<file path="src/common/systolic_pkg.sv">
// Sizes are fixed for a 4x4 INT8 array; PIPE_LATENCY and row_idx_t follow ARRAY_DIM
`default_nettype none

package systolic_pkg;

    // ------------------------------------------------------------------
    // Array and datapath sizes
    // ------------------------------------------------------------------
    localparam int ARRAY_DIM         = 4;
    localparam int DATA_WIDTH        = 8;
    localparam int ACC_WIDTH         = 32;
    localparam int WEIGHT_FIFO_DEPTH = 8;

    // Skew, grid hops, deskew and the output register together
    localparam int PIPE_LATENCY      = 2 * ARRAY_DIM;

    // Run configuration fields
    localparam int MODE_WIDTH        = 4;
    localparam int NUM_VEC_WIDTH     = 16;
    localparam logic [MODE_WIDTH-1:0] MODE_GEMM = 4'hF;

    // ------------------------------------------------------------------
    // Element and vector types
    // ------------------------------------------------------------------
    typedef logic signed [DATA_WIDTH-1:0] elem_t;
    typedef elem_t [ARRAY_DIM-1:0]        vec_t;
    typedef logic signed [ACC_WIDTH-1:0]  acc_t;
    typedef acc_t [ARRAY_DIM-1:0]         result_vec_t;

    typedef logic [$clog2(ARRAY_DIM)-1:0] row_idx_t;

    // Saturation limits of the accumulator
    localparam acc_t ACC_MAX = {1'b0, {(ACC_WIDTH-1){1'b1}}};
    localparam acc_t ACC_MIN = {1'b1, {(ACC_WIDTH-1){1'b0}}};

    typedef struct packed {
        logic [MODE_WIDTH-1:0]    mode;
        logic [NUM_VEC_WIDTH-1:0] num_vectors;
    } run_cfg_t;

    // Sequencer states
    typedef enum logic [2:0] {
        IDLE,
        LOAD,
        COMPUTE,
        DRAIN,
        DONE
    } state_t;

endpackage

`default_nettype wire
</file>
<file path="src/verilog/systolic_gemm_top.sv">
// No back-pressure on results; act_valid is only taken while act_ready is high
`default_nettype none

module systolic_gemm_top (
    input  wire                         clk,
    input  wire                         rst_n,
    input  wire                         start,
    input  wire systolic_pkg::run_cfg_t cfg,
    input  wire                         weight_wr_en,
    input  wire systolic_pkg::vec_t     weight_wr_data,
    output logic                        weight_fifo_full,
    input  wire                         act_valid,
    input  wire systolic_pkg::vec_t     act_data,
    output logic                        act_ready,
    output systolic_pkg::result_vec_t   result_data,
    output logic                        result_valid,
    output logic                        busy,
    output logic                        done
);

    wire systolic_pkg::vec_t     head_row;
    wire systolic_pkg::row_idx_t row_idx;
    wire fifo_empty;
    wire fifo_pop;
    wire run_start;
    wire rows_loaded;
    wire issue_done;
    wire retire_done;
    wire act_issue;

    // Vectors offered outside COMPUTE are dropped here
    assign act_issue = act_valid && act_ready;

    weight_fifo i_weight_fifo (
        .clk      (clk),
        .rst_n    (rst_n),
        .push     (weight_wr_en),
        .push_row (weight_wr_data),
        .full     (weight_fifo_full),
        .pop      (fifo_pop),
        .head_row (head_row),
        .empty    (fifo_empty)
    );

    gemm_sequencer i_gemm_sequencer (
        .clk         (clk),
        .rst_n       (rst_n),
        .start       (start),
        .cfg         (cfg),
        .fifo_empty  (fifo_empty),
        .rows_loaded (rows_loaded),
        .issue_done  (issue_done),
        .retire_done (retire_done),
        .run_start   (run_start),
        .fifo_pop    (fifo_pop),
        .act_ready   (act_ready),
        .busy        (busy),
        .done        (done)
    );

    run_counter i_run_counter (
        .clk         (clk),
        .rst_n       (rst_n),
        .run_start   (run_start),
        .num_vectors (cfg.num_vectors),
        .row_step    (fifo_pop),
        .issue       (act_issue),
        .retire      (result_valid),
        .row_idx     (row_idx),
        .rows_loaded (rows_loaded),
        .issue_done  (issue_done),
        .retire_done (retire_done)
    );

    // Popped row lands in the row that the counter points at
    pe_array i_pe_array (
        .clk        (clk),
        .rst_n      (rst_n),
        .load_en    (fifo_pop),
        .load_row   (row_idx),
        .weight_row (head_row),
        .issue      (act_issue),
        .act_vec    (act_data),
        .results    (result_data),
        .out_valid  (result_valid)
    );

endmodule

`default_nettype wire

</file>
<file path="src/verilog/gemm_sequencer.sv">
// Only MODE_GEMM with a nonzero count starts a run; start is ignored outside IDLE
`default_nettype none

module gemm_sequencer (
    input  wire                         clk,
    input  wire                         rst_n,
    input  wire                         start,
    input  wire systolic_pkg::run_cfg_t cfg,
    input  wire                         fifo_empty,
    input  wire                         rows_loaded,
    input  wire                         issue_done,
    input  wire                         retire_done,
    output logic                        run_start,
    output logic                        fifo_pop,
    output logic                        act_ready,
    output logic                        busy,
    output logic                        done
);

    systolic_pkg::state_t state_q;
    systolic_pkg::state_t state_d;

    // ------------------------------------------------------------------
    // Run acceptance
    // ------------------------------------------------------------------
    assign run_start = (state_q == systolic_pkg::IDLE) && start
                       && (cfg.mode == systolic_pkg::MODE_GEMM)
                       && (cfg.num_vectors != '0);

    always_comb begin
        state_d = state_q;
        case (state_q)
            systolic_pkg::IDLE: begin
                if (run_start) begin
                    state_d = systolic_pkg::LOAD;
                end
            end
            systolic_pkg::LOAD: begin
                if (rows_loaded) begin
                    state_d = systolic_pkg::COMPUTE;
                end
            end
            systolic_pkg::COMPUTE: begin
                if (issue_done) begin
                    state_d = systolic_pkg::DRAIN;
                end
            end
            systolic_pkg::DRAIN: begin
                if (retire_done) begin
                    state_d = systolic_pkg::DONE;
                end
            end
            default: state_d = systolic_pkg::IDLE;
        endcase
    end

    always_ff @(posedge clk or negedge rst_n) begin
        if (!rst_n) begin
            state_q <= systolic_pkg::IDLE;
        end else begin
            state_q <= state_d;
        end
    end

    // Pop stalls on an empty FIFO and stops once all rows are in
    assign fifo_pop  = (state_q == systolic_pkg::LOAD) && !rows_loaded && !fifo_empty;
    // Drops right after the last accepted vector
    assign act_ready = (state_q == systolic_pkg::COMPUTE) && !issue_done;
    assign busy      = (state_q != systolic_pkg::IDLE);
    assign done      = (state_q == systolic_pkg::DONE);

endmodule

`default_nettype wire

</file>
<file path="src/verilog/run_counter.sv">
// Targets are latched at run_start; flags are only meaningful within a run
`default_nettype none

module run_counter (
    input  wire                                   clk,
    input  wire                                   rst_n,
    input  wire                                   run_start,
    input  wire [systolic_pkg::NUM_VEC_WIDTH-1:0] num_vectors,
    input  wire                                   row_step,
    input  wire                                   issue,
    input  wire                                   retire,
    output systolic_pkg::row_idx_t                row_idx,
    output logic                                  rows_loaded,
    output logic                                  issue_done,
    output logic                                  retire_done
);

    logic [systolic_pkg::NUM_VEC_WIDTH-1:0]     target_q;
    logic [$clog2(systolic_pkg::ARRAY_DIM+1)-1:0] row_cnt_q;
    logic [systolic_pkg::NUM_VEC_WIDTH-1:0]     issue_cnt_q;
    logic [systolic_pkg::NUM_VEC_WIDTH-1:0]     retire_cnt_q;

    always_ff @(posedge clk or negedge rst_n) begin
        if (!rst_n) begin
            target_q     <= '0;
            row_cnt_q    <= '0;
            issue_cnt_q  <= '0;
            retire_cnt_q <= '0;
        end else if (run_start) begin
            target_q     <= num_vectors;
            row_cnt_q    <= '0;
            issue_cnt_q  <= '0;
            retire_cnt_q <= '0;
        end else begin
            if (row_step && !rows_loaded) begin
                row_cnt_q <= row_cnt_q + 1'b1;
            end
            if (issue) begin
                issue_cnt_q <= issue_cnt_q + 1'b1;
            end
            if (retire) begin
                retire_cnt_q <= retire_cnt_q + 1'b1;
            end
        end
    end

    // Flags straight from the registers
    assign row_idx     = row_cnt_q[$clog2(systolic_pkg::ARRAY_DIM)-1:0];
    assign rows_loaded = (row_cnt_q == systolic_pkg::ARRAY_DIM);
    assign issue_done  = (issue_cnt_q == target_q);
    assign retire_done = (retire_cnt_q == target_q);

endmodule

`default_nettype wire

</file>
<file path="src/verilog/weight_fifo.sv">
// Depth must be a power of two; a push while full and a pop while empty are dropped
`default_nettype none

module weight_fifo (
    input  wire                     clk,
    input  wire                     rst_n,
    input  wire                     push,
    input  wire systolic_pkg::vec_t push_row,
    output logic                    full,
    input  wire                     pop,
    output systolic_pkg::vec_t      head_row,
    output logic                    empty
);

    systolic_pkg::vec_t mem [systolic_pkg::WEIGHT_FIFO_DEPTH];

    logic [$clog2(systolic_pkg::WEIGHT_FIFO_DEPTH)-1:0]   wr_ptr_q;
    logic [$clog2(systolic_pkg::WEIGHT_FIFO_DEPTH)-1:0]   rd_ptr_q;
    logic [$clog2(systolic_pkg::WEIGHT_FIFO_DEPTH+1)-1:0] count_q;
    logic do_push;
    logic do_pop;

    assign full     = (count_q == systolic_pkg::WEIGHT_FIFO_DEPTH);
    assign empty    = (count_q == '0);
    assign do_push  = push && !full;
    assign do_pop   = pop && !empty;
    assign head_row = mem[rd_ptr_q];

    always_ff @(posedge clk) begin
        if (do_push) begin
            mem[wr_ptr_q] <= push_row;
        end
    end

    // Pointers wrap on their own
    always_ff @(posedge clk or negedge rst_n) begin
        if (!rst_n) begin
            wr_ptr_q <= '0;
            rd_ptr_q <= '0;
            count_q  <= '0;
        end else begin
            if (do_push) begin
                wr_ptr_q <= wr_ptr_q + 1'b1;
            end
            if (do_pop) begin
                rd_ptr_q <= rd_ptr_q + 1'b1;
            end
            case ({do_push, do_pop})
                2'b10:   count_q <= count_q + 1'b1;
                2'b01:   count_q <= count_q - 1'b1;
                default: ;
            endcase
        end
    end

endmodule

`default_nettype wire

</file>
<file path="src/pe_array/pe_array.sv">
// Results are valid only with out_valid; data between vectors is not meaningful
`default_nettype none

module pe_array (
    input  wire                          clk,
    input  wire                          rst_n,
    input  wire                          load_en,
    input  wire systolic_pkg::row_idx_t  load_row,
    input  wire systolic_pkg::vec_t      weight_row,
    input  wire                          issue,
    input  wire systolic_pkg::vec_t      act_vec,
    output systolic_pkg::result_vec_t    results,
    output logic                         out_valid
);

    wire systolic_pkg::elem_t act_h  [systolic_pkg::ARRAY_DIM][systolic_pkg::ARRAY_DIM+1];
    wire systolic_pkg::acc_t  psum_v [systolic_pkg::ARRAY_DIM+1][systolic_pkg::ARRAY_DIM];
    wire systolic_pkg::vec_t        act_gated;
    wire systolic_pkg::result_vec_t aligned;

    logic [systolic_pkg::PIPE_LATENCY-1:0] valid_sr;

    // Idle cycles push zeros through the grid
    assign act_gated = issue ? act_vec : '0;

    // ------------------------------------------------------------------
    // Input skew delays row r by r cycles
    // ------------------------------------------------------------------
    for (genvar r = 0; r < systolic_pkg::ARRAY_DIM; r++) begin : g_skew
        if (r == 0) begin : g_direct
            assign act_h[r][0] = act_gated[r];
        end else begin : g_delay
            systolic_pkg::elem_t dly_q [r];
            always_ff @(posedge clk) begin
                dly_q[0] <= act_gated[r];
                for (int i = 1; i < r; i++) begin
                    dly_q[i] <= dly_q[i-1];
                end
            end
            assign act_h[r][0] = dly_q[r-1];
        end
    end

    // ------------------------------------------------------------------
    // Cell grid where activations move right and sums move down
    // ------------------------------------------------------------------
    for (genvar c = 0; c < systolic_pkg::ARRAY_DIM; c++) begin : g_top
        assign psum_v[0][c] = '0;
    end

    for (genvar r = 0; r < systolic_pkg::ARRAY_DIM; r++) begin : g_row
        wire row_load;
        assign row_load = load_en && (load_row == r);
        for (genvar c = 0; c < systolic_pkg::ARRAY_DIM; c++) begin : g_col
            systolic_pe i_pe (
                .clk       (clk),
                .rst_n     (rst_n),
                .load_en   (row_load),
                .weight_in (weight_row[c]),
                .act_in    (act_h[r][c]),
                .psum_in   (psum_v[r][c]),
                .act_out   (act_h[r][c+1]),
                .psum_out  (psum_v[r+1][c])
            );
        end
    end

    // Output deskew delays column c by ARRAY_DIM-1-c cycles
    for (genvar c = 0; c < systolic_pkg::ARRAY_DIM; c++) begin : g_deskew
        if (c == systolic_pkg::ARRAY_DIM - 1) begin : g_direct
            assign aligned[c] = psum_v[systolic_pkg::ARRAY_DIM][c];
        end else begin : g_delay
            systolic_pkg::acc_t dly_q [systolic_pkg::ARRAY_DIM-1-c];
            always_ff @(posedge clk) begin
                dly_q[0] <= psum_v[systolic_pkg::ARRAY_DIM][c];
                for (int i = 1; i < systolic_pkg::ARRAY_DIM - 1 - c; i++) begin
                    dly_q[i] <= dly_q[i-1];
                end
            end
            assign aligned[c] = dly_q[systolic_pkg::ARRAY_DIM-2-c];
        end
    end

    always_ff @(posedge clk) begin
        results <= aligned;
    end

    // Issue bit follows its vector through the pipeline
    always_ff @(posedge clk or negedge rst_n) begin
        if (!rst_n) begin
            valid_sr <= '0;
        end else begin
            valid_sr <= {valid_sr[systolic_pkg::PIPE_LATENCY-2:0], issue};
        end
    end

    assign out_valid = valid_sr[systolic_pkg::PIPE_LATENCY-1];

endmodule

`default_nettype wire

</file>
<file path="src/pe_array/systolic_pe.sv">
// Weight register has no reset and holds an unknown value until the first load
`default_nettype none

module systolic_pe (
    input  wire                  clk,
    input  wire                  rst_n,
    input  wire                  load_en,
    input  wire systolic_pkg::elem_t weight_in,
    input  wire systolic_pkg::elem_t act_in,
    input  wire systolic_pkg::acc_t  psum_in,
    output systolic_pkg::elem_t  act_out,
    output systolic_pkg::acc_t   psum_out
);

    systolic_pkg::elem_t weight_q;
    systolic_pkg::acc_t  product;
    systolic_pkg::acc_t  sum;
    logic                ovf_pos;
    logic                ovf_neg;

    // Stationary weight
    always_ff @(posedge clk) begin
        if (load_en) begin
            weight_q <= weight_in;
        end
    end

    // Product is sign extended to the accumulator width
    assign product = weight_q * act_in;
    assign sum     = psum_in + product;

    // Same operand signs and a flipped result sign mean overflow
    assign ovf_pos = !psum_in[systolic_pkg::ACC_WIDTH-1] && !product[systolic_pkg::ACC_WIDTH-1]
                     && sum[systolic_pkg::ACC_WIDTH-1];
    assign ovf_neg = psum_in[systolic_pkg::ACC_WIDTH-1] && product[systolic_pkg::ACC_WIDTH-1]
                     && !sum[systolic_pkg::ACC_WIDTH-1];

    always_ff @(posedge clk or negedge rst_n) begin
        if (!rst_n) begin
            act_out  <= '0;
            psum_out <= '0;
        end else begin
            act_out <= act_in;
            if (ovf_pos) begin
                psum_out <= systolic_pkg::ACC_MAX;
            end else if (ovf_neg) begin
                psum_out <= systolic_pkg::ACC_MIN;
            end else begin
                psum_out <= sum;
            end
        end
    end

endmodule

`default_nettype wire

</file>
<file path="config.mk">
export PLATFORM = sky130hd
export DESIGN_NAME = systolic_gemm_top
export DESIGN_NICKNAME = d
export VERILOG_FILES = /design/src/common/systolic_pkg.sv /design/src/verilog/systolic_gemm_top.sv /design/src/verilog/gemm_sequencer.sv /design/src/verilog/run_counter.sv /design/src/verilog/weight_fifo.sv /design/src/pe_array/pe_array.sv /design/src/pe_array/systolic_pe.sv
export SDC_FILE = /design/constraint.sdc
export NUM_CORES = 2
export LEC_CHECK = 0
export BUFFER_PORTS_ARGS = -buffer_cell sky130_fd_sc_hd__buf_2
export CORE_UTILIZATION = 44
export DETAILED_ROUTE_END_ITERATION = 12
export SYNTH_ARGS = -nofsm -noshare
export SYNTH_HDL_FRONTEND = slang
export SYNTH_HIERARCHICAL = 1
export SYNTH_SLANG_ARGS = --single-unit
</file>
<file path="constraint.sdc">
create_clock -name clk -period 7.6 [get_ports clk]
set_input_delay 1.52 -clock clk [delete_from_list [all_inputs] [get_ports clk]]
set_output_delay 1.52 -clock clk [all_outputs]
set_load 0.03 [all_outputs]
</file>
==> results.toml <==
[detailed_routing]
drt_iter0_drc = 4150
wl_per_cell_um = 17.1
vias_per_cell = 5.21
drcViolationCount = 0
drt-total-wl_um = 255000
antenna_left = 0
dr.pass1.iters = 8
via_count = 77681

[place]
dp_hpwl_um = 200000
post-place-ws_ns = -0.0369
gp_congestion = 0.891
place_inst = 14565
io_buffer_count = 221

[clock_tree]
cts_root_buf = "clkbuf_16"
cts_sinks = 1432
cts_tree = "yes"
htreeDepth = 4
clkLatencyLatePin_ns = 0.86
ctsHoldBuffers = 0
clk_path_buf_depth = 3
numCtsBuffers = 160
clk_pin_slew_worst_paths_ns = 0.06

[power_and_ir_drop]
powerDensity_nw_per_um2 = 416
power_frac_comb_pct = 61.4
switching_share_pct = 45.7
p_int_w = 0.0279
pwr-share-seq_pct = 23.7
switchingPower_w = 0.0235
p_leak_nw = 56.7
total_power_w = 0.0514
clock_power_share_pct = 15.0
peakVddDrop_mv = 0.253

[sta]
timing.final.crit_share_pct = 95.5
fmax_mhz = 138
hold_viol = 0
fin_tns_setup_ns = 0
setup-violations-final = 0
layout_setup_ws_ns = 0.344
slew_headroom_pct = 25.2
fin_skew_ns = 0.0684
period_needed_ns = 7.26
holdWs_ns = 0.300
worst_pin_slew_ns = 1.12
drv_slew = 0

[grt]
grt_first_pass_wirelength_um = 419000
grt_pass1_vias = 80425
grt_usage_pct = 20.0
globalRouteOverflowTotal = 0
antenna_found_initial = 43
grt_max_degree = 175

[setup_path]
r2r-start = "i_pe_array/g_row[2].g_col[2].i_pe/act_out[2]$_DFF_PN0_"
arrival_ns = 7.94
startpoint = "i_pe_array/g_row[2].g_col[2].i_pe/act_out[2]$_DFF_PN0_"
crit_type = "reg -> reg"
cp_max_fo = 32
worst-r2r-setup-slack_ns = 0.34
rr_worst_depth = 26
critPathLaunchType = "flop"
r2r-end = "i_pe_array/g_row[2].g_col[3].i_pe/psum_out[5]$_DFF_PN0_"
required_ns = 8.28
crit_path_end_kind = "flop"

[floorplanning]
die_x_um = 507
core_um2 = 252000
fp.dieArea_um2 = 257000
fp.dieH_um = 507
rows = 184
start_util_pct = 44.4
io_pins = 222

[hold_path]
hold_end = "i_pe_array/g_skew[3].g_delay.dly_q[0][22]$_DFF_P_"
hp-start = "i_pe_array/g_skew[3].g_delay.dly_q[0][14]$_DFF_P_"
min_path_cells = 0
min_path_type = "reg -> reg"

[cells_and_area]
area_growth_pct = 10.2
drive_gt1_share_pct = 10.3
fin_nets = 13407
fillers = 23394
stdcell_count = 14915

[yosys]
synth.cell_area_um2 = 112000
syn_inst = 10952
ys_warn_count = 6
postSynthAreaPerCell_um2 = 10.2

[outcome]
outcome = "finished, final reports clean"

[job]
max-cap-violations = 0
==> how the worst max path moves through the flow <==
| stage | to | slack [ns] | depth (start not counted) |
|---|---|---|---|
| final | i_pe_array/g_row[2].g_col[3].i_pe/psum_out[5]$_DFF_PN0_ | 0.34 | 26 |
| after global routing | i_pe_array/g_row[0].g_col[0].i_pe/psum_out[23]$_DFF_PN0_ | -0.04 | 29 |
| after CTS | i_pe_array/g_row[1].g_col[1].i_pe/psum_out[7]$_DFF_PN0_ | 0.06 | 27 |
| after detailed placement | i_pe_array/g_row[1].g_col[1].i_pe/psum_out[18]$_DFF_PN0_ | -0.04 | 27 |
| after global placement | i_pe_array/g_row[0].g_col[0].i_pe/psum_out[29]$_DFF_PN0_ | 0.07 | 26 |
| after floorplan | i_pe_array/g_row[0].g_col[0].i_pe/psum_out[29]$_DFF_PN0_ | 0.13 | 27 |
==> per-layer routing <==
metal	GRT usage [%]	wire, µm
met5	0	315
met4	4.67	4820
met3	3.20	12100
met2	33.1	119000
met1	27.5	119000
==> power groups by stage <==
| stage | clock (W) | sequential (W) | combinational [W] |
|---|---|---|---|
| final | 0.00769 | 0.0122 | 0.0315 |
| after detailed placement | 0 | 0.0123 | 0.0309 |
| after CTS | 0.00794 | 0.0122 | 0.0311 |
| after global routing | 0.00826 | 0.0124 | 0.0352 |
| after floorplan | 0 | 0.0122 | 0.0235 |
| after global placement | 0 | 0.0123 | 0.0304 |
==> registers in the layout, indices dropped and copies added, names as in the netlist <==
register and count:
i_weight_fifo/rd_ptr_q 3, i_weight_fifo/wr_ptr_q 3, i_run_counter/row_cnt_q 3, i_pe_array/g_row.g_col.i_pe/act_out 96
i_pe_array/results 128, i_pe_array/g_row.g_col.i_pe/weight_q 128, i_pe_array/g_row.g_col.i_pe/psum_out 512, i_weight_fifo/mem 256
i_run_counter/issue_cnt_q 16, i_run_counter/target_q 16, i_run_counter/retire_cnt_q 16, i_pe_array/g_deskew.g_delay.dly_q 192
i_pe_array/valid_sr 8, i_gemm_sequencer/state_q 3, i_pe_array/g_skew.g_delay.dly_q 48, i_weight_fifo/count_q 4
==> layout by cell type, fill, tap and decap left out, types with 48 or more instances in the layout <==
cell type / n
clkbuf_16: 166
a21o_1: 195
o21bai_1: 127
inv_1: 1610
fa_1: 897
dfrtp_1: 669
buf_2: 220
o21ai_2: 85
and2_1: 731
a21oi_1: 552
o21ai_0: 588
xnor2_1: 497
nand3_1: 194
nand2_1: 562
o21a_1: 83
o31ai_1: 56
dfxtp_1: 363
nor2b_1: 167
o21ai_1: 66
nor2_1: 365
nand2b_1: 58
nor3_1: 128
edfxtp_1: 384
xor2_1: 218
buf_4: 153
a211oi_1: 48
ha_1: 998
mux4_2: 55
mux2_2: 83
and3_1: 55
conb_1: 136
nand4_1: 98
==> per-stage QoR <==
step / utilization [%] / cell area [µm²]
global placement: 46.7 / 118000
global route: 49.0 / 124000
floorplan: - / 113000
finish: 49.0 / 124000
CTS: 48.8 / 123000
detailed placement: 46.7 / 118000
==> layout make-up <==
| class | count | area, µm² | share of cell area (%) |
|---|---|---|---|
| Multi-Input combinational cell | 7819 | 69500 | 56.2 |
| Sequential cell | 1432 | 35900 | 29.1 |
| Inverter | 1611 | 6050 | 4.89 |
| Clock buffer | 206 | 4410 | 3.57 |
| Tap cell | 3348 | 4190 | 3.39 |
| Timing Repair Buffer | 396 | 2620 | 2.12 |
| Clock inverter | 92 | 900 | 0.728 |
| Antenna cell | 11 | 27.5 | 0.0223 |
==> worst max-delay path: stages (launching register included) <==
cell	delay, ns
dfrtp_1	0.52
and2_1	0.26
fa_1	0.54
inv_1	0.06
fa_1	0.54
inv_1	0.06
fa_1	0.48
inv_1	0.05
fa_1	0.47
inv_1	0.04
ha_1	0.30
nor2b_1	0.14
o21ai_0	0.22
a21oi_1	0.13
a41o_1	0.28
o41a_1	0.37
xnor2_1	0.15
buf_4	0.21
ha_2	0.44
nand3_1	0.12
o211ai_1	0.23
a221o_1	0.26
nand3_1	0.14
a311o_2	0.43
o211ai_2	0.09
and2_4	0.36
o21ai_0	0.20
==> what timing repair did <==
action                                  CTS  global route
resized for setup                         2            53
gates cloned                              0             8
pin swaps                                 0             9
setup buffers                             0            33
endpoints found under the setup margin    7           349
No activity file was read; power rests on OpenSTA's default activity.
